File: src/include/commu_macros.svh
// build-time sizes for the receive buffer; COMMU_SWAP_DLY must be at least 2, frames fit one bank
`ifndef COMMU_MACROS_SVH
`define COMMU_MACROS_SVH

// ---------------------------------------------------------------------------
// buffer geometry
// ---------------------------------------------------------------------------

// byte address width of one bank, 2**AW bytes per bank
`define COMMU_BUF_AW 10

// ---------------------------------------------------------------------------
// timing
// ---------------------------------------------------------------------------

// cycles from frame end to bank swap
`define COMMU_SWAP_DLY 8

// upper bound on one req/ack phase, in clk_sys cycles
`define COMMU_HS_TIMEOUT 2000

`endif

File: src/hdl/commu_pkg.sv
// shared types for the receive buffer; widths follow COMMU_BUF_AW from the macros header
`include "commu_macros.svh"

package commu_pkg;

	// -----------------------------------------------------------------------
	// data path records
	// -----------------------------------------------------------------------

	// byte address inside one bank
	typedef logic [`COMMU_BUF_AW-1:0] buf_addr_t;

	// repacker to buffer, high byte first on the line
	typedef struct packed {
		logic [15:0] data;
		logic        vld;
		logic        frm;
	} repk_word_t;

	// reader to buffer
	typedef struct packed {
		logic rd;
		logic frm;
	} rd_ctl_t;

	// frame report, len counts bytes and can equal the bank size
	typedef struct packed {
		logic                  rdy;
		logic [`COMMU_BUF_AW:0] len;
	} frm_rdy_t;

	// -----------------------------------------------------------------------
	// encodings
	// -----------------------------------------------------------------------

	// bank taken by the writer
	typedef enum logic {BANK_A, BANK_B} bank_t;

	typedef enum logic [1:0] {RX_IDLE, RX_HI, RX_LO, RX_WAIT} rx_state_t;

	typedef enum logic [1:0] {RD_IDLE, RD_ADDR, RD_REQ, RD_ACK} rd_state_t;

endpackage

File: src/hdl/commu_repack.sv
// four-phase byte sink pairing bytes into words; frames are even length, in_last sits on a low byte
`timescale 1ns/1ps

module commu_repack import commu_pkg::*; (
	input  logic       clk_sys,
	input  logic       rst_n,
	input  logic       in_req,
	input  logic [7:0] in_byte,
	input  logic       in_last,
	output logic       in_ack,
	input  logic       buf_full,
	output repk_word_t word
);

	rx_state_t   state;
	logic        hi_held;
	logic        last_q;
	logic        take;
	logic [7:0]  hi_byte;
	logic [15:0] word_data;
	logic        word_vld;
	logic        word_frm;

	// a new frame only starts when the buffer has room
	assign take = in_req && ((state == RX_IDLE && !buf_full) ||
		state == RX_HI || state == RX_LO);

	assign word = '{data: word_data, vld: word_vld, frm: word_frm};

	// ------------------------------------------------------------------------
	// handshake and framing
	// ------------------------------------------------------------------------
	always_ff @(posedge clk_sys or negedge rst_n) begin
		if (!rst_n) begin
			state    <= RX_IDLE;
			in_ack   <= 1'b0;
			hi_held  <= 1'b0;
			last_q   <= 1'b0;
			word_vld <= 1'b0;
			word_frm <= 1'b0;
		end else begin
			word_vld <= 1'b0;
			// frame closes one cycle after the last word
			if (word_vld && last_q) begin
				word_frm <= 1'b0;
			end
			case (state)
				RX_IDLE, RX_HI: begin
					if (take) begin
						in_ack  <= 1'b1;
						hi_held <= 1'b1;
						state   <= RX_WAIT;
					end
				end
				RX_LO: begin
					if (take) begin
						in_ack   <= 1'b1;
						hi_held  <= 1'b0;
						last_q   <= in_last;
						word_vld <= 1'b1;
						word_frm <= 1'b1;
						state    <= RX_WAIT;
					end
				end
				RX_WAIT: begin
					// release ack only once the source has dropped req
					if (!in_req) begin
						in_ack <= 1'b0;
						if (hi_held) begin
							state <= RX_LO;
						end else if (last_q) begin
							state <= RX_IDLE;
						end else begin
							state <= RX_HI;
						end
					end
				end
				default: state <= RX_IDLE;
			endcase
		end
	end

	// byte capture
	always_ff @(posedge clk_sys) begin
		if (take && state != RX_LO) begin
			hi_byte <= in_byte;
		end
		if (take && state == RX_LO) begin
			word_data <= {hi_byte, in_byte};
		end
	end

endmodule

File: config.mk
export PLATFORM = sky130hd
export DESIGN_NAME = commu_repack
export DESIGN_NICKNAME = d
export VERILOG_FILES = /design/src/hdl/commu_pkg.sv /design/src/hdl/commu_repack.sv
export VERILOG_INCLUDE_DIRS = /design/src /design/src/include
export SDC_FILE = /design/constraint.sdc
export NUM_CORES = 1
export LEC_CHECK = 0
export ABC_AREA = 1
export BUFFER_PORTS_ARGS = -buffer_cell sky130_fd_sc_hd__buf_2
export CAP_MARGIN = 20
export CORE_MARGIN = 5
export CORE_UTILIZATION = 45
export DETAILED_ROUTE_END_ITERATION = 10
export GPL_TIMING_DRIVEN = 0
export HOLD_SLACK_MARGIN = 0.03
export PLACE_DENSITY = 0.73
export SYNTH_ARGS = -nofsm -noshare
export SYNTH_HDL_FRONTEND = slang
export SYNTH_SLANG_ARGS = --single-unit
File: constraint.sdc
create_clock -name clk_sys -period 1.5 [get_ports clk_sys]
set_input_delay 0.3 -clock clk_sys [delete_from_list [all_inputs] [get_ports clk_sys]]
set_output_delay 0.3 -clock clk_sys [all_outputs]
set_load 0.02 [all_outputs]
Yosys cells after proc, flatten, opt, wreduce, memory -nomap -nowiden
Index checks and enable logic that the tools add are counted.
{ "word_totals": {"regBits": 31, "latchBits": 0, "ramBits": 0, "romBits": 0, "input_bits": 13, "out_inout_bits": 19, "wordCells": 46, "n_memories": 0} }
{ "op_classes": {"add_sub_neg": 0, "mul": 0, "div": 0, "magnitude_cmp": 0, "eq_ne": 8, "shift": 0, "muxes": 15, "bitwise_logic": 0, "reduce_logical": 15} }
{ "ops": {"columns": ["op", "count"], "rows": [
  ["$mux W1", 9],
  ["$ne A2 B2 Y1 const B", 4],
  ["$mux W2", 3],
  ["$logic_and A1 B1 Y1", 5],
  ["$eq A2 B2 Y1 const B", 2],
  ["$pmux W1 S2", 2],
  ["$pmux W2 S2", 1],
  ["$reduce_and A2 Y1", 2],
  ["$reduce_and A3 Y1", 1],
  ["$reduce_or A3 Y1", 1],
  ["$eq A2 B1 Y1 const B", 1],
  ["$logic_not A2 Y1", 1],
  ["$logic_or A1 B1 Y1", 2],
  ["$ne A2 B1 Y1 const B", 1],
  ["$reduce_bool A2 Y1", 1],
  ["$reduce_or A2 Y1", 1],
  ["$logic_not A1 Y1", 1]
]} }

Longest topological paths before layout
{ "depth": {"word_depth": 7, "mapped_depth": 5, "mapped_depth_nobuf": 5} }

Worst setup path after synthesis
No wires, ideal clock.
{ "synth_path": {"path_type": "register to register", "from": "register state[0]", "to": "register word_data[0] (enable)", "setup_time_ns": 0.370, "t_arrival_ns": 0.964, "setup_slack_ns": 0.166, "path_stages_with_launch": 4, "path_buffers": 0, "period_less_slack_ns": 1.334, "cell_sequence": "dfrtp_1 inv_2 nand3_1 inv_1"} }
{ "synth_via": {"elab_chain_cells": 6} }
{ "synth_rtl": {"columns": ["element", "line_no", "text"], "rows": [
  ["from (decl)", "commu_repack.sv:15", "rx_state_t state;"],
  ["from (signal assigned)", "commu_repack.sv:35", "state <= RX_IDLE;"],
  ["from (signal assigned)", "commu_repack.sv:52", "state <= RX_WAIT;"],
  ["from (signal assigned)", "commu_repack.sv:62", "state <= RX_WAIT;"],
  ["$logic_not A2 Y1", "commu_repack.sv:25", "assign take = in_req && ((state == RX_IDLE && !buf_full) ||"],
  ["$logic_and A1 B1 Y1", "commu_repack.sv:25", null],
  ["$logic_or A1 B1 Y1", "commu_repack.sv:25", null],
  ["$logic_or A1 B1 Y1", "commu_repack.sv:26", "state == RX_HI || state == RX_LO);"],
  ["$logic_and A1 B1 Y1", "commu_repack.sv:25", null],
  ["$logic_and A1 B1 Y1 (*)", "commu_repack.sv:88", "if (take && state == RX_LO) begin"],
  ["to (signal assigned)", "commu_repack.sv:89", "word_data <= {hi_byte, in_byte};"],
  ["to (decl)", "commu_repack.sv:20", "logic [15:0] word_data;"]
]} }
Every way passes the cells marked *; elsewhere a longest branch is shown, timed or not.
A chain may end at the register's enable or synchronous reset.

Worst setup path in the final report
{ "layout_path": {"from": "register state[0]", "to": "register hi_byte[1] (enable)"} }
{ "layout_via": {"elab_chain_cells": 6} }
{ "layout_rtl": {"columns": ["element", "line_no", "text"], "rows": [
  ["$logic_not A2 Y1", "commu_repack.sv:25", null],
  ["$logic_and A1 B1 Y1", "commu_repack.sv:25", null],
  ["$logic_or A1 B1 Y1", "commu_repack.sv:25", null],
  ["$logic_or A1 B1 Y1", "commu_repack.sv:26", null],
  ["$logic_and A1 B1 Y1", "commu_repack.sv:25", null],
  ["$logic_and A1 B1 Y1 (*)", "commu_repack.sv:85", "if (take && state != RX_LO) begin"],
  ["to (signal assigned)", "commu_repack.sv:86", "hi_byte <= in_byte;"],
  ["to (decl)", "commu_repack.sv:19", "logic [7:0] hi_byte;"]
]} }
Marks and branches as above.

==> flow_summary.ini <==
[synthesis]
netlist_instances = 62
synth_warnings = 0
ys_ff_latch = 31
synth_flop_cell = edfxtp_1
synth-edff-count = 24
synth_area_leader_cell = edfxtp_1
synth_common_cells = edfxtp_1 (24), nand2_1 (11), dfrtp_1 (7)
synth_area_per_cell_um2 = 16.79
yosysMostFrequentCell = edfxtp_1
synth_nets = 75
ys_async_sr_fraction_pct = 22.58
synthTopCellsByArea = edfxtp_1 (69%), dfrtp_1 (17%), nand2_1 (4.0%)
yosysUniqueCellTypes = 13
yosysTopAreaCellShare_pct = 69.23
netlist_area_mm2 = 0.001041
ys_seq_area_share_pct = 86.06

[power]
powerDensity_mw_per_mm2 = 1719
power_leakage_nw = 0.5848
vdd_drop_max_v = 0.001036
p_total_mw = 2.323

[clock_tree]
clkLatencyLatePin_ns = 0.33
cts_sinks = 31
tritoncts = yes
cts_made_buffers = 5
htree_levels = 2
cts_root_buf = clkbuf_4
cts_max_path_buffers = 2
clk_pin_slew_worst_paths_ns = 0.10

[worst_setup_path]
ff2ff_path_depth = 3
r2r-end = hi_byte[1]
slowest_delay_ns = 0.43
path_delay_family = flip-flops
crit_buf_inv = 1
worstSetupEndpointType = register
cp_slowest_cell = dfrtp_1
worstSetupPathType = reg -> reg
setup.worst_path.start_class = register
cp_max_fo = 8
worstPathArrival_ns = 1.30
r2r-start = state[0]
crit_chain = a21oi_2 -> nand3_1 -> inv_1
rrSetupSlack_ns = 0.19
required_ns = 1.50

[floorplan]
coreArea_mm2 = 0.002212
die_area_mm2 = 0.003375
rows = 17
die_h_um = 58.10
initial_core_util_pct = 47.06
ios = 32
fp.dieW_um = 58.10

[placement]
placed_cells = 121
finalWeightedCongestion = 0.7773
place_area_mm2 = 0.001231
io_buffers = 31
dp_hpwl_um = 1180

[min_path]
min-delay-start = in_byte[4]
min_path_type = in -> reg
timing.hold.worst_endpoint = word_data[4]
min_path_cells = 1

[detailed_routing]
wl_per_cell_um = 12.01
dr.max_layer_used = met4
ant_nets = 0
vias_per_cell = 4.557
met3_length_um = 131
route.detailed.drc = 0
met1_length_um = 523
vias = 597
totalWireLength_um = 1573
drt-pass1-iter-count = 3
routed-wl-met2_um = 892
drt_iter0_drc = 13

[layout]
syn_to_final_growth_pct = 29.81
fillCellCount = 188
multi_input_area_um2 = 103.9
layout-drive-gt1-share_pct = 45.63
num_antenna_cells = 0
finalNonFillerCells = 131
regArea_um2 = 895.9
design_area_mm2 = 0.001351
nets = 115

[global_routing]
grt_pass1_wl_um = 2642
track_usage_pct = 11.24
grt_overflow = 0
grt_antenna_before_repair = 0
grt_pass1_vias = 620
grt_max_degree = 19

[timing]
tightest_slew_ns = 0.3162
rsz0062_at_grt = false
fin_crit_ns = 1.309
timing.hold.ws_ns = 0.1577
relSlewSlack_pct = 78.89
finalSetupTns_ns = 0
period_share_pct = 87.28
fin_skew_ns = 0.01055
setup_violations = 0
hold_viol = 0
slew_violations = 0
max_freq_ghz = 0.7638

[flow_run]
cap_violations = 0

[outcome]
outcome = finished clean
## flip-flops by register name, summed over array words and instances (netlist names)
signal and count:
word_vld 1, hi_held 1, word_frm 1, word_data 16, hi_byte 8, state 2
in_ack 1, last_q 1
## through the flow
step / setup slack [ns] / util (%)
2_1_floorplan: 0.1655 / -
3_3_place_gp: -0.01561 / 55.66
3_5_place_dp: -0.06242 / 55.66
4_1_cts: 0.05940 / 60.18
5_1_grt: 0.08403 / 61.09
6_report: 0.1908 / 61.09
## power by group
part / leakage (nW) / total, mW / switching (mW) / internal, mW
registers: 0.301 / 1.19 / 0.0766 / 1.12
logic: 0.235 / 0.477 / 0.303 / 0.174
clock network: 0.0482 / 0.654 / 0.260 / 0.394
## worst max path at each step
stage | from | endpoint | depth (start not counted)
after floorplan | state[0] | word_data[0] | 3
after global placement | state[0] | word_data[7] | 3
after detailed placement | state[0] | word_data[0] | 3
after CTS | state[0] | word_data[2] | 3
after global routing | state[0] | hi_byte[1] | 3
final | state[0] | hi_byte[1] | 3
## cell usage in the layout, fill, tap and decap left out
cell,netlist,routed
nand2_2,1,1
inv_2,1,1
clkbuf_8,0,1
bufinv_16,0,1
buf_12,0,1
nand2_1,11,11
dfrtp_1,7,7
a21oi_2,1,1
clkinvlp_4,0,1
a21oi_1,1,1
nor2_1,2,2
clkbuf_4,0,5
nand3_2,1,1
edfxtp_1,24,24
buf_4,2,2
o21ai_0,1,1
nand3_1,4,4
inv_1,6,5
dlygate4sd3_1,0,1
buf_2,0,31
clkinv_2,0,1
## per-layer routing
layer  vias to the layer above  track usage (%)
met4                         0            5.960
met3                         4            6.904
met1                       280            9.956
met2                        18            19.52
met5                         -                0
li1                        295                -
## repair_timing
item / in CTS / in global routing
gates cloned: 0 / 0
hold buffers: 1 / 0
buffers inserted: 0 / 1
resized for setup: 1 / 0
endpoints found under the setup margin: 16 / 10
hold endpoints to repair: 7 / 0
## layout make-up
cell class              instances  area share (%)
multi-input cells              22           7.685
plain buffers                   2           1.111
clock inverters                 2           2.593
inverters                       7           2.222
well taps                      28           2.593
repair buffers                 33           13.70
flip-flops and latches         31           66.30
clock buffers                   6           3.796
## logic make-up (layout without fill, tap and decap cells)
| logic type | after synthesis | count (layout) | share of synthesized area [%] |
|---|---|---|---|
| simple gates | 19 | 19 | 8.174 |
| flops | 31 | 31 | 86.06 |
| compound gates | 3 | 3 | 1.802 |
| buf+inv | 9 | 50 | 3.965 |
(Power assumes the default switching activity.)
