$ cat config.mk
export PLATFORM = sky130hd
export DESIGN_NAME = commu_rd_ctl
export DESIGN_NICKNAME = d
export VERILOG_FILES = /design/src/hdl/commu_pkg.sv /design/src/hdl/commu_rd_ctl.sv
export VERILOG_INCLUDE_DIRS = /design/src /design/src/include
export SDC_FILE = /design/constraint.sdc
export NUM_CORES = 1
export LEC_CHECK = 0
export BUFFER_PORTS_ARGS = -buffer_cell sky130_fd_sc_hd__buf_2
export CAP_MARGIN = 20
export CORE_ASPECT_RATIO = 0.9
export CORE_MARGIN = 5
export CORE_UTILIZATION = 59
export CTS_CLUSTER_SIZE = 40
export DETAILED_ROUTE_END_ITERATION = 8
export PLACE_DENSITY = 0.81
export SYNTH_ARGS = -nofsm -noshare
export SYNTH_HDL_FRONTEND = slang
export SYNTH_SLANG_ARGS = --single-unit
$ cat constraint.sdc
create_clock -name clk_sys -period 3.4 [get_ports clk_sys]
set_input_delay 0.34 -clock clk_sys [delete_from_list [all_inputs] [get_ports clk_sys]]
set_output_delay 0.34 -clock clk_sys [all_outputs]
set_load 0.02 [all_outputs]
$ cat src/include/commu_macros.svh
// build-time sizes for the receive buffer; COMMU_SWAP_DLY must be at least 2, frames fit one bank
`ifndef COMMU_MACROS_SVH
`define COMMU_MACROS_SVH

// ---------------------------------------------------------------------------
// buffer geometry
// ---------------------------------------------------------------------------

// byte address width of one bank, 2**AW bytes per bank
`define COMMU_BUF_AW 10

// ---------------------------------------------------------------------------
// timing
// ---------------------------------------------------------------------------

// cycles from frame end to bank swap
`define COMMU_SWAP_DLY 8

// upper bound on one req/ack phase, in clk_sys cycles
`define COMMU_HS_TIMEOUT 2000

`endif

$ cat src/hdl/commu_pkg.sv
// shared types for the receive buffer; widths follow COMMU_BUF_AW from the macros header
`include "commu_macros.svh"

package commu_pkg;

	// -----------------------------------------------------------------------
	// data path records
	// -----------------------------------------------------------------------

	// byte address inside one bank
	typedef logic [`COMMU_BUF_AW-1:0] buf_addr_t;

	// repacker to buffer, high byte first on the line
	typedef struct packed {
		logic [15:0] data;
		logic        vld;
		logic        frm;
	} repk_word_t;

	// reader to buffer
	typedef struct packed {
		logic rd;
		logic frm;
	} rd_ctl_t;

	// frame report, len counts bytes and can equal the bank size
	typedef struct packed {
		logic                  rdy;
		logic [`COMMU_BUF_AW:0] len;
	} frm_rdy_t;

	// -----------------------------------------------------------------------
	// encodings
	// -----------------------------------------------------------------------

	// bank taken by the writer
	typedef enum logic {BANK_A, BANK_B} bank_t;

	typedef enum logic [1:0] {RX_IDLE, RX_HI, RX_LO, RX_WAIT} rx_state_t;

	typedef enum logic [1:0] {RD_IDLE, RD_ADDR, RD_REQ, RD_ACK} rd_state_t;

endpackage

$ cat src/hdl/commu_rd_ctl.sv
// frame reader and four-phase byte source; frame length from frm_rdy must be nonzero
`timescale 1ns/1ps
`include "commu_macros.svh"

module commu_rd_ctl import commu_pkg::*; (
	input  logic       clk_sys,
	input  logic       rst_n,
	input  frm_rdy_t   frm_rdy,
	output rd_ctl_t    rd_ctl,
	output logic       rd_done,
	input  logic [7:0] buf_q,
	output logic       out_req,
	output logic [7:0] out_byte,
	input  logic       out_ack,
	output logic       out_last
);

	rd_state_t              state;
	logic [`COMMU_BUF_AW:0] len_q;
	logic [`COMMU_BUF_AW:0] cnt_q;
	logic                   rd_q;
	logic                   rfrm_q;
	logic                   last_byte;

	assign rd_ctl    = '{rd: rd_q, frm: rfrm_q};
	assign last_byte = (cnt_q + 1'b1) == len_q;

	// ------------------------------------------------------------------------
	// read sequencer
	// ------------------------------------------------------------------------
	always_ff @(posedge clk_sys or negedge rst_n) begin
		if (!rst_n) begin
			state    <= RD_IDLE;
			cnt_q    <= '0;
			rd_q     <= 1'b0;
			rfrm_q   <= 1'b0;
			rd_done  <= 1'b0;
			out_req  <= 1'b0;
			out_last <= 1'b0;
		end else begin
			rd_done <= 1'b0;
			case (state)
				RD_IDLE: begin
					if (frm_rdy.rdy) begin
						cnt_q  <= '0;
						rfrm_q <= 1'b1;
						rd_q   <= 1'b1;
						state  <= RD_ADDR;
					end
				end
				RD_ADDR: begin
					// first cycle drops rd, second sees the ram data
					if (rd_q) begin
						rd_q <= 1'b0;
					end else begin
						out_last <= last_byte;
						out_req  <= 1'b1;
						state    <= RD_REQ;
					end
				end
				RD_REQ: begin
					if (out_ack) begin
						out_req <= 1'b0;
						cnt_q   <= cnt_q + 1'b1;
						state   <= RD_ACK;
					end
				end
				RD_ACK: begin
					if (!out_ack) begin
						if (cnt_q == len_q) begin
							rd_done <= 1'b1;
							rfrm_q  <= 1'b0;
							state   <= RD_IDLE;
						end else begin
							rd_q  <= 1'b1;
							state <= RD_ADDR;
						end
					end
				end
				default: state <= RD_IDLE;
			endcase
		end
	end

	// payload registers
	always_ff @(posedge clk_sys) begin
		if (state == RD_IDLE && frm_rdy.rdy) begin
			len_q <= frm_rdy.len;
		end
		if (state == RD_ADDR && !rd_q) begin
			out_byte <= buf_q;
		end
	end

endmodule

Word-level counts from Yosys, hierarchy flattened
Cells that the tools add are included.

Register bits: 37. Output and inout port bits: 13.

Add/sub/neg operators: 1. Eq/ne operators: 11. Muxes and demuxes: 22. Bitwise logic cells: 1. Reduce and logical (&&, ||, !) cells: 14.

Operators by type and width (number): 11-bit == test (2); 11-bit 2-to-1 mux (2); 11-bit case mux with 2 select lines (1); 2-bit != test (second input constant) (6); 4-bit AND reduction (3); 11-bit by 1-bit adder with 11-bit output (second input constant) (1); 1-bit 2-to-1 mux (11); 2-bit 2-to-1 mux (4); 2-bit case mux with 4 select lines (1); 3-bit AND reduction (2); 2-bit nonzero test (3); 2-bit == test (second input constant) (2); 1-bit case mux with 2 select lines (2); 1-bit case mux with 3 select lines (1); 3-bit nonzero test (1); 2-bit by 1-bit == test with 1-bit output (second input constant) (1); 1-bit logical AND (2); 2-bit zero test (1); 2-bit AND reduction (1); 1-bit zero test (1); 1-bit NOT (1).

Depth between registers and ports, before layout
Gate-level depths: netlist (run 1).

Depth in word-level cells: 4. Depth in mapped cells: 9. Gate-level depth less buffers: 7.

Worst setup path after synthesis (run 1)
Ideal clock, no wire load.

Path type: reg-to-reg. From: register state[0]. To: register cnt_q[3]. Setup time: 121 ps. Arrival time: 1775 ps. Data required time: 3279 ps. Slack: 1504 ps. Stages on the path, launching flop included: 9. Path buffers: 3. Clock period less this slack: 1896 ps. Cells stage by stage: dfrtp_1 -> inv_1 -> ha_1 -> buf_2 -> nor2_1 -> or3b_4 -> buf_6 -> buf_2 -> a22o_1.

Longest elaborated chain between the ends: 3. Elaborated cells between the ends (all ways): 7. Those cells by class: 3 x eq/ne; 1 x mux; 3 x reduce/logical.

Ends and longest elaborated chain: start: declaration (line commu_rd_ctl.sv:18) `rd_state_t state;`; start signal: assignment (line commu_rd_ctl.sv:33) `state <= RD_IDLE;`; start signal: assignment (line commu_rd_ctl.sv:48) `state <= RD_ADDR;`; start signal: assignment (line commu_rd_ctl.sv:58) `state <= RD_REQ;`; 2-bit == test or 2-bit zero test (tied branches) (line commu_rd_ctl.sv:42) `case (state)`; 2-bit != test (no line) or 2-bit nonzero test (tied branches); 3-bit AND reduction (no line); end signal: assignment (line commu_rd_ctl.sv:64) `cnt_q <= cnt_q + 1'b1;`; end: declaration (line commu_rd_ctl.sv:20) `` logic [`COMMU_BUF_AW:0] cnt_q; ``.

Several ways; a longest one is shown, not always the timed one. A chain may end at the register's enable or synchronous reset.

Worst setup path after layout (run 1)
From: register state[1]. To: register out_last.

Longest elaborated chain between the ends: 2.

Ends and longest elaborated chain: 2-bit by 1-bit == test with 1-bit output (line commu_rd_ctl.sv:42); 2-bit AND reduction (no line); end signal: assignment (line commu_rd_ctl.sv:56) `out_last <= last_byte;`; end: declaration (line commu_rd_ctl.sv:15) `output logic out_last`.

No other way between the ends.

==> flow_summary.yaml, run 1 <==
yosys:
  ys_types: 47
  synth.area.mux_share_pct: 0.5576
  netlist_instances: 183
  netlist_area_um2: 2019
  synth-xor-area-share_pct: 7.745
  ys.flop_type: "edfxtp_1"
  ys_seq_area_share_pct: 50.56
  synth_fa_ha_area_share_pct: 3.098
  ys_warn_count: 0
  synthSimpleGateAreaFrac_pct: 18.46
  async_flop_share_pct: 48.65
  synth_edf_count: 19
  syn-mean-instance-area_um2: 11.04
  synth_compound_area_share_pct: 14.25
  synth_fp_nets: 211
  synth_top_family_by_area: "simple AND/OR/NAND/NOR gates"
  synth-seq-cells: 37
finish:
  area_growth_pct: 12.83
  seq_area_um2: 1021
  fin_util_pct: 68.46
  drive_gt1_share_pct: 23.47
  multi_input_area_um2: 890.9
  fill_cells: 246
  antenna_cells: 0
  fin_nets: 240
critical_path:
  r2r_slack_ns: 1.22
  crit_start: "state[1]"
  reg2reg_to: "out_last"
  arrival_ns: 2.35
  crit_fanout: 11
  critical_path_required_ns: 3.58
  cp-start-kind: "flop"
  setup.worst_path.end_class: "flop"
  worstSetupPathType: "flop to flop"
  reg2regPathDepth: 6
  r2r-start: "state[1]"
global_route:
  grt_pass1_vias: 1429
  met1_usage_pct: 24.38
  antenna_found_initial: 0
  gr-max-usage-layer: "met2"
  grt_use_met2_pct: 32.11
  grt_max_degree: 23
  track_usage_pct: 19.33
  grt_first_pass_wirelength_um: 6879
  met3_usage_pct: 5.505
  grt_overflow: 0
clock_network:
  numCtsBuffers: 5
  cts.sinks: 37
  htree_levels: 2
  clockBufferDepth: 2
  root_buffer: "clkbuf_8"
  cts_tree: "done"
  cts.clk_slew.worst_paths_ns: 0.08
  clk_latency_ns: 0.29
sta:
  setup_violations: 0
  fin_tns_setup_ns: 0
  fmaxAchievable_ghz: 0.4594
  hold_viol: 0
  fin_crit_ns: 2.177
  drv_slew: 0
  relSlewSlack_pct: 38.12
  worst_slack_ns: 1.223
  timing.final.crit_share_pct: 64.02
  fin_skew_ns: 0.007997
  tightest_slew_ns: 0.9264
  rsz0062_at_grt: "no"
worst_hold_path:
  hold_depth: 1
  hp-start: "frm_rdy[7]"
  hold_path_end: "len_q[7]"
  hold_path.class: "primary input to flop"
floorplan:
  initial_utilization_pct: 60.68
  die_h_um: 65.50
  ios: 36
  rows: 20
  die_w_um: 71.67
  dieArea_um2: 4694
  coreArea_um2: 3328
drt:
  via_per_inst: 5.875
  finalWirelength_um: 4056
  vias: 1510
  first_iter_violations: 163
  drtAntennaViolNets: 0
  firstDrtPassIters: 4
  drc: 0
  avgRoutedWirePerCell_um: 15.78
placement:
  gp_congestion: 0.9304
  dp_slack_ns: 1.177
  hpwl_um: 3040
  port-buffer-count: 35
power_and_ir_drop:
  p_per_area_nw_per_um2: 748.8
  peakVddDrop_v: 0.0005997
  p_leak_uw: 0.0009688
flow_run:
  maxCapViolations: 0
run_status:
  status: "completed"
## where the power goes
part / leakage, uW / total (uW) / switching, uW / internal (uW)
logic: 0.000502 / 624 / 389 / 235
clock network: 0.0000554 / 377 / 157 / 220
registers: 0.000412 / 705 / 116 / 589
total: 0.000969 / 1710 / 662 / 1040
## registers in the layout, summed over array words and instances, names as in the netlist
name      cells
rd_done       1
out_last      1
cnt_q        11
out_byte      8
len_q        11
out_req       1
rd_q          1
state         2
rfrm_q        1
## cell type report
cell class | count | share of cell area [%]
Inverter | 4 | 0.6590
Clock inverter | 2 | 1.702
Timing Repair Buffer | 36 | 8.127
Clock buffer | 6 | 3.185
Multi-Input combinational cell | 128 | 39.10
Tap cell | 44 | 2.416
Sequential cell | 37 | 44.81
## through the flow
stage                     cells  hold slack (ns)  area, um2  power [uW]
after floorplan             183          0.04441       2019        1219
after global placement      248           0.3017       2157        1291
after detailed placement    248           0.3059       2157        1334
after CTS                   257           0.2101       2278        1710
after global routing        257           0.2034       2278        1826
final                       257           0.2176       2278        1706
## cells by family after synthesis
logic type,after synthesis
AOI/OAI and AO/OA,41
and+or+nand+nor,64
xor gates and xnor gates,17
muxes,1
buffers and inverters,18
DFF,37
adders and majority gates,5
## critical path, stage by stage (launching register included)
cell and delay [ns]:
dfrtp_1 0.43, inv_1 0.09, ha_1 0.19, nor2b_1 0.75, nor2b_1 0.20, a211oi_1 0.33, nor3_2 0.06
## synth_stat cells, types with 3 or more instances
cell type / number / area, um2
a21o_1: 4 / 30.03
a21oi_1: 9 / 45.04
a22o_1: 4 / 35.03
buf_2: 8 / 40.04
buf_6: 3 / 33.78
dfrtp_1: 18 / 450.4
edfxtp_1: 19 / 570.6
ha_1: 5 / 62.56
inv_1: 4 / 15.01
nand2_1: 17 / 63.81
nand2b_1: 5 / 31.28
nand3_1: 8 / 40.04
nand4_1: 4 / 25.02
nor2_1: 3 / 11.26
nor2b_1: 3 / 18.77
nor3_1: 11 / 55.05
o21ai_1: 6 / 30.03
xnor2_1: 5 / 43.79
xor2_1: 11 / 96.34
## what timing repair did
action / CTS / global route
resized for setup: 0 / 0
hold buffers: 1 / 0
hold endpoints to repair: 18 / 0
setup buffers: 0 / 0
## placed cells by master, fill, tap and decap left out, types with 2 or more instances in the layout
| cell | n |
|---|---|
| a211oi_1 | 2 |
| a21o_1 | 4 |
| a21oi_1 | 9 |
| a22o_1 | 4 |
| a31oi_1 | 2 |
| and3_1 | 2 |
| buf_2 | 35 |
| clkbuf_8 | 5 |
| dfrtp_1 | 18 |
| edfxtp_1 | 19 |
| ha_1 | 5 |
| inv_1 | 4 |
| nand2_1 | 17 |
| nand2b_1 | 5 |
| nand3_1 | 8 |
| nand4_1 | 4 |
| nor2_1 | 3 |
| nor2b_1 | 3 |
| nor3_1 | 11 |
| nor3b_1 | 2 |
| o21ai_1 | 6 |
| o21bai_1 | 2 |
| o2bb2ai_1 | 2 |
| o31ai_1 | 2 |
| xnor2_1 | 5 |
| xor2_1 | 11 |
## metal layers
metal | routed length [um] | vias to the layer above
li1 | - | 719
met4 | 44 | 0
met3 | 290 | 6
met2 | 1989 | 55
met1 | 1731 | 730
met5 | 0 | -
## worst max-delay path by stage
stage / to / slack, ns / cells after the start
floorplan: cnt_q[3] / 1.50 / 8
global placement: out_last / 1.30 / 6
detailed placement: out_last / 1.18 / 6
CTS: out_last / 1.17 / 6
global route: out_last / 0.99 / 6
finish: out_last / 1.22 / 6
Power figures use the tool's default switching activity.
==> run 2, diff against run 1 <==
--- a/config.mk
+++ b/config.mk
@@ -10,10 +10,10 @@
 export CAP_MARGIN = 20
 export CORE_ASPECT_RATIO = 0.9
 export CORE_MARGIN = 5
-export CORE_UTILIZATION = 59
+export CORE_UTILIZATION = 50
 export CTS_CLUSTER_SIZE = 40
 export DETAILED_ROUTE_END_ITERATION = 8
-export PLACE_DENSITY = 0.81
+export PLACE_DENSITY = 0.72
 export SYNTH_ARGS = -nofsm -noshare
 export SYNTH_HDL_FRONTEND = slang
 export SYNTH_SLANG_ARGS = --single-unit
==> constraint.sdc (replaced) <==
create_clock -name clk_sys -period 1.9 [get_ports clk_sys]
set_input_delay 0.19 -clock clk_sys [delete_from_list [all_inputs] [get_ports clk_sys]]
set_output_delay 0.19 -clock clk_sys [all_outputs]
set_load 0.02 [all_outputs]
==> run 2 against run 1 <==
Against the previous run: die area is 15% higher; final cell count increased by 8.6%; maximum frequency is 23% higher; final area rose by 11%; clock-buffer cell count shrank 1; worst setup slack got worse by 1.1 ns; power rose by 110%; via count up 5.4%; critical endpoint is now cnt_q[8]; largest power group is now combinational logic.
==> flow_summary.yaml, run 2 (same netlist as run 1, synthesis figures left out) <==
clock_network:
  root_buffer: "clkbuf_8"
  cts_tree: "done"
  cts.sinks: 37
  clk_latency_ns: 0.29
  cts.clk_slew.worst_paths_ns: 0.08
  numCtsBuffers: 5
  clockBufferDepth: 2
  htree_levels: 2
critical_path:
  critical_path_required_ns: 2.12
  slowest_stage: "or3b_4"
  worstSetupPathType: "flop to flop"
  crit_chain: "inv_1 -> ha_2 -> nor2_1 -> or3b_4 -> nor3_1 -> a21oi_1 -> o21ai_1"
  cp-start-kind: "flop"
  arrival_ns: 1.98
  cp_slowest_stage_delay_ns: 0.44
  crit_fanout: 6
  setup.worst_path.end_class: "flop"
  reg2regPathDepth: 7
  r2r_slack_ns: 0.13
drt:
  first_iter_violations: 155
  wl_met3_um: 301
  firstDrtPassIters: 5
  drc: 0
  top_layer: "met4"
  wl_met1_um: 1981
  drtAntennaViolNets: 0
  finalWirelength_um: 4607
  wl_met2_um: 2227
  vias: 1591
  avgRoutedWirePerCell_um: 16.51
  via_per_inst: 5.703
finish:
  drive_gt1_share_pct: 34.63
  fin_nets: 258
  antenna_cells: 0
  area_growth_pct: 24.97
  fin_area_um2: 2524
  mostFrequentLayoutCells: "buf_2, edfxtp_1, dfrtp_1"
  seq_area_um2: 1021
  reg.largest.list: "cnt_q (11), len_q (11), out_byte (8)"
  fin_util_pct: 63.23
  multi_input_area_um2: 972.2
  final_common_cell: "buf_2"
  fill_cells: 300
sta:
  fin_skew_ns: 0.008312
  timing.final.crit_share_pct: 92.97
  drv_slew: 0
  relSlewSlack_pct: 70.42
  setup_violations: 0
  tightest_slew_ns: 0.4421
  fmaxAchievable_ghz: 0.5661
  hold_viol: 0
  fin_crit_ns: 1.766
placement:
  port-buffer-count: 35
  placed_cell_area_um2: 2272
  hpwl_um: 3081
  gp_congestion: 0.8648
worst_hold_path:
  hold_path.class: "primary input to flop"
  hold_depth: 1
global_route:
  antenna_found_initial: 0
  grt_max_degree: 23
  grt_pass1_vias: 1527
  grt_first_pass_wirelength_um: 7307
  track_usage_pct: 16.87
  grt_overflow: 0
power_and_ir_drop:
  p_int_uw: 2232
  p_clk_share_pct: 23.1
  power.switching_uw: 1346
  p_leak_uw: 0.001090
  peakVddDrop_v: 0.001061
  pwr-share-seq_pct: 33.3
  switching_share_pct: 37.61
  p_per_area_nw_per_um2: 1418
  pwr-share-comb_pct: 43.6
run_status:
  status: "completed"
floorplan:
  die_w_um: 76.99
  dieArea_um2: 5412
  die_h_um: 70.29
  ios: 36
  initial_utilization_pct: 50.60
  coreArea_um2: 3991
  rows: 22
flow_run:
  maxCapViolations: 0
==> run 2: changes by cell type in the layout (fill, tap and decap cells not counted), moves of 2 or more <==
| cell | change |
|---|---|
| buf_4 | +15 |
| ha_2 | +2 |
| ha_1 | -2 |
| or3b_4 | +2 |
| nor3_1 | -4 |
| nor3_2 | +4 |
==> run 2: critical path, delay by kind of cell (launching register included) <==
family / cells / cell delay (ns)
AO/OA/AOI/OAI: 2 / 0.18
adder cells (fa/ha/maj): 1 / 0.25
buffers and inverters: 1 / 0.14
flip-flops: 1 / 0.39
AND/OR/NAND/NOR: 3 / 0.74
==> run 2: path summary, 6_finish.rpt <==
kind | startpoint | to
worst min-delay path | frm_rdy[0] | len_q[0]
max in group asynchronous | rst_n | cnt_q[6]
worst max-delay path | state[0] | cnt_q[8]
worst min register to register | out_req | out_req
worst max register to register | state[0] | cnt_q[8]
min in group asynchronous | rst_n | cnt_q[2]
==> run 2: power groups by stage <==
stage | clock network (uW) | registers [uW] | logic [uW]
global route | 869 | 1210 | 1710
detailed placement | 0 | 1210 | 1320
finish | 828 | 1190 | 1560
global placement | 0 | 1210 | 1300
floorplan | 0 | 1220 | 962
CTS | 838 | 1200 | 1330
==> run 2: stage by stage <==
stage | worst slack (ns) | instances | hold WS, ns | setup TNS, ns | power [uW]
after floorplan | 0.003793 | 183 | -0.1056 | 0 | 2181
after global placement | 0.1065 | 265 | 0.1612 | 0 | 2500
after detailed placement | 0.01688 | 265 | 0.1661 | 0 | 2530
after CTS | -0.009418 | 274 | 0.06009 | -0.009418 | 3368
after global routing | -0.007066 | 279 | 0.05521 | -0.01422 | 3792
final | 0.1337 | 279 | 0.06571 | 0 | 3578
==> run 2: area by class of cell <==
type                       count  area share, %
sequential                    37          40.46
timing repair buffer          52          12.59
clock buffer                   5          2.727
clock inverter                 3          2.727
inverter                       4         0.5949
multi-input combinational    130          38.52
tap                           48          2.380
==> run 2: repair_timing <==
| item | 4_1_cts | 5_1_grt |
|---|---|---|
| setup endpoints to repair | 1 | 11 |
| hold buffers | 1 | 0 |
| cloned | 0 | 2 |
| pin swaps | 0 | 4 |
| resized for setup | 0 | 15 |
| endpoints found under the hold margin | 18 | 0 |
| buffers inserted | 0 | 3 |
==> run 2: layer usage <==
layer | global-route usage (%) | vias up
met5 | 0 | -
met4 | 5.725 | 0
met3 | 4.253 | 10
met2 | 26.11 | 57
met1 | 23.05 | 765
li1 | - | 759
==> run 3, diff against run 2 <==
--- a/config.mk
+++ b/config.mk
@@ -10,10 +10,10 @@
 export CAP_MARGIN = 20
 export CORE_ASPECT_RATIO = 0.9
 export CORE_MARGIN = 5
-export CORE_UTILIZATION = 50
+export CORE_UTILIZATION = 55
 export CTS_CLUSTER_SIZE = 40
 export DETAILED_ROUTE_END_ITERATION = 8
-export PLACE_DENSITY = 0.72
+export PLACE_DENSITY = 0.76
 export SYNTH_ARGS = -nofsm -noshare
 export SYNTH_HDL_FRONTEND = slang
 export SYNTH_SLANG_ARGS = --single-unit
==> constraint.sdc (replaced) <==
create_clock -name clk_sys -period 2 [get_ports clk_sys]
set_input_delay 0.2 -clock clk_sys [delete_from_list [all_inputs] [get_ports clk_sys]]
set_output_delay 0.2 -clock clk_sys [all_outputs]
set_load 0.02 [all_outputs]
==> run 3 against run 2 <==
Against the previous run: routed wire length decreased by 2.5%; final cell count decreased by 3.6%; clock power decreased by 38%.
==> flow_summary.yaml, run 3 (same netlist as run 1, synthesis figures left out) <==
sta:
  drv_slew: 0
  rsz0062_at_grt: "no"
  tightest_slew_ns: 0.5046
  fmaxAchievable_ghz: 0.5341
  fin_tns_setup_ns: 0
  hold_viol: 0
  setup_violations: 0
  fin_crit_ns: 1.872
  timing.final.crit_share_pct: 93.61
  fin_skew_ns: 0.01077
  relSlewSlack_pct: 66.24
floorplan:
  ios: 36
  die_w_um: 73.87
  coreArea_um2: 3453
  dieArea_um2: 4985
  die_h_um: 67.49
  initial_utilization_pct: 58.48
  rows: 20
clock_network:
  clk_latency_ns: 0.29
  cts.clk_slew.worst_paths_ns: 0.08
  cts_tree: "done"
  cts.sinks: 37
  root_buffer: "clkbuf_8"
  htree_levels: 2
  numCtsBuffers: 5
  clockBufferDepth: 2
finish:
  mostFrequentLayoutCells: "buf_2, edfxtp_1, dfrtp_1"
  fin_nets: 252
  drive_gt1_share_pct: 29.33
  antenna_cells: 0
  fin_area_um2: 2372
  area_growth_pct: 17.47
  fin_util_pct: 68.70
  reg.largest.list: "cnt_q (11), len_q (11), out_byte (8)"
  final_common_cell: "buf_2"
worst_hold_path:
  hold_depth: 1
  hold_path_end: "len_q[7]"
  hp-start: "frm_rdy[7]"
  hold_path.class: "primary input to flop"
global_route:
  grt_max_degree: 23
  grt_first_pass_wirelength_um: 7341
  grt_overflow: 0
  grt_pass1_vias: 1611
  antenna_found_initial: 0
  track_usage_pct: 19.80
flow_run:
  maxCapViolations: 0
critical_path:
  worstSetupPathType: "flop to flop"
  crit_fanout: 6
  critical_path_required_ns: 2.24
  cp-start-kind: "flop"
  r2r_slack_ns: 0.13
  setup.worst_path.end_class: "flop"
  reg2regPathDepth: 7
  r2r-start: "state[0]"
  reg2reg_to: "cnt_q[5]"
  arrival_ns: 2.11
drt:
  finalWirelength_um: 4494
  firstDrtPassIters: 4
  vias: 1596
  drtAntennaViolNets: 0
  avgRoutedWirePerCell_um: 16.71
  drc: 0
  first_iter_violations: 151
  via_per_inst: 5.933
placement:
  hpwl_um: 3251
  placed_cell_area_um2: 2230
  gp_congestion: 0.9066
  port-buffer-count: 35
power_and_ir_drop:
  peakVddDrop_v: 0.0006682
  p_leak_uw: 0.001020
  p_per_area_nw_per_um2: 1258
run_status:
  status: "completed"
## run 3: what timing repair did
action,4_1_cts,5_1_grt
setup buffers,0,2
hold buffers,1,0
hold endpoints to repair,18,0
gates resized for setup,0,5
endpoints found under the setup margin,0,9
## run 3: worst max path at each step
stage / to / slack (ns) / cells after the start / startpoint
final: cnt_q[5] / 0.13 / 7 / state[0]
after global placement: cnt_q[10] / 0.18 / 7 / state[0]
after global routing: state[0] / 0.02 / 7 / state[1]
after CTS: cnt_q[3] / 0.02 / 7 / state[0]
after detailed placement: cnt_q[5] / 0.02 / 7 / state[0]
after floorplan: cnt_q[3] / 0.10 / 8 / state[0]
## run 3: metal layers
metal | wire length (um) | vias to the layer above | global-route usage, %
met2 | 2260 | 75 | 33.41
met5 | 0 | - | 0
li1 | - | 748 | -
met3 | 389 | 9 | 5.952
met1 | 1760 | 764 | 23.15
met4 | 82 | 0 | 9.050
## run 3: per-stage QoR
step,cells,hold WS [ns],power [uW],worst slack (ns)
2_1_floorplan,183,-0.09559,2072,0.1038
3_3_place_gp,256,0.1638,2285,0.1815
3_5_place_dp,256,0.1708,2355,0.02371
4_1_cts,265,0.07001,2868,0.01507
5_1_grt,269,0.05823,3196,0.02123
6_report,269,0.07515,2983,0.1277
## run 3: layout make-up
type	instances	area, um2
well taps	44	55.05
flip-flops and latches	37	1021
fillers	259	1081
repair buffers	46	272.8
clock inverters	3	17.52
multi-input cells	130	922.1
clock buffers	5	68.82
inverters	4	15.01
## run 3: where the power goes
part           leakage (uW)  internal (uW)  switching (uW)  total [uW]
logic              0.000564            539             775        1310
clock network     0.0000439            240             274         514
registers          0.000412           1000             155        1160
## run 3: worst max-delay path, stage by stage (launching register included)
cell,delay (ns)
dfrtp_1,0.38
inv_1,0.10
ha_2,0.24
nor2b_2,0.20
or3b_4,0.45
nor3_1,0.20
a21o_1,0.11
a22o_1,0.12
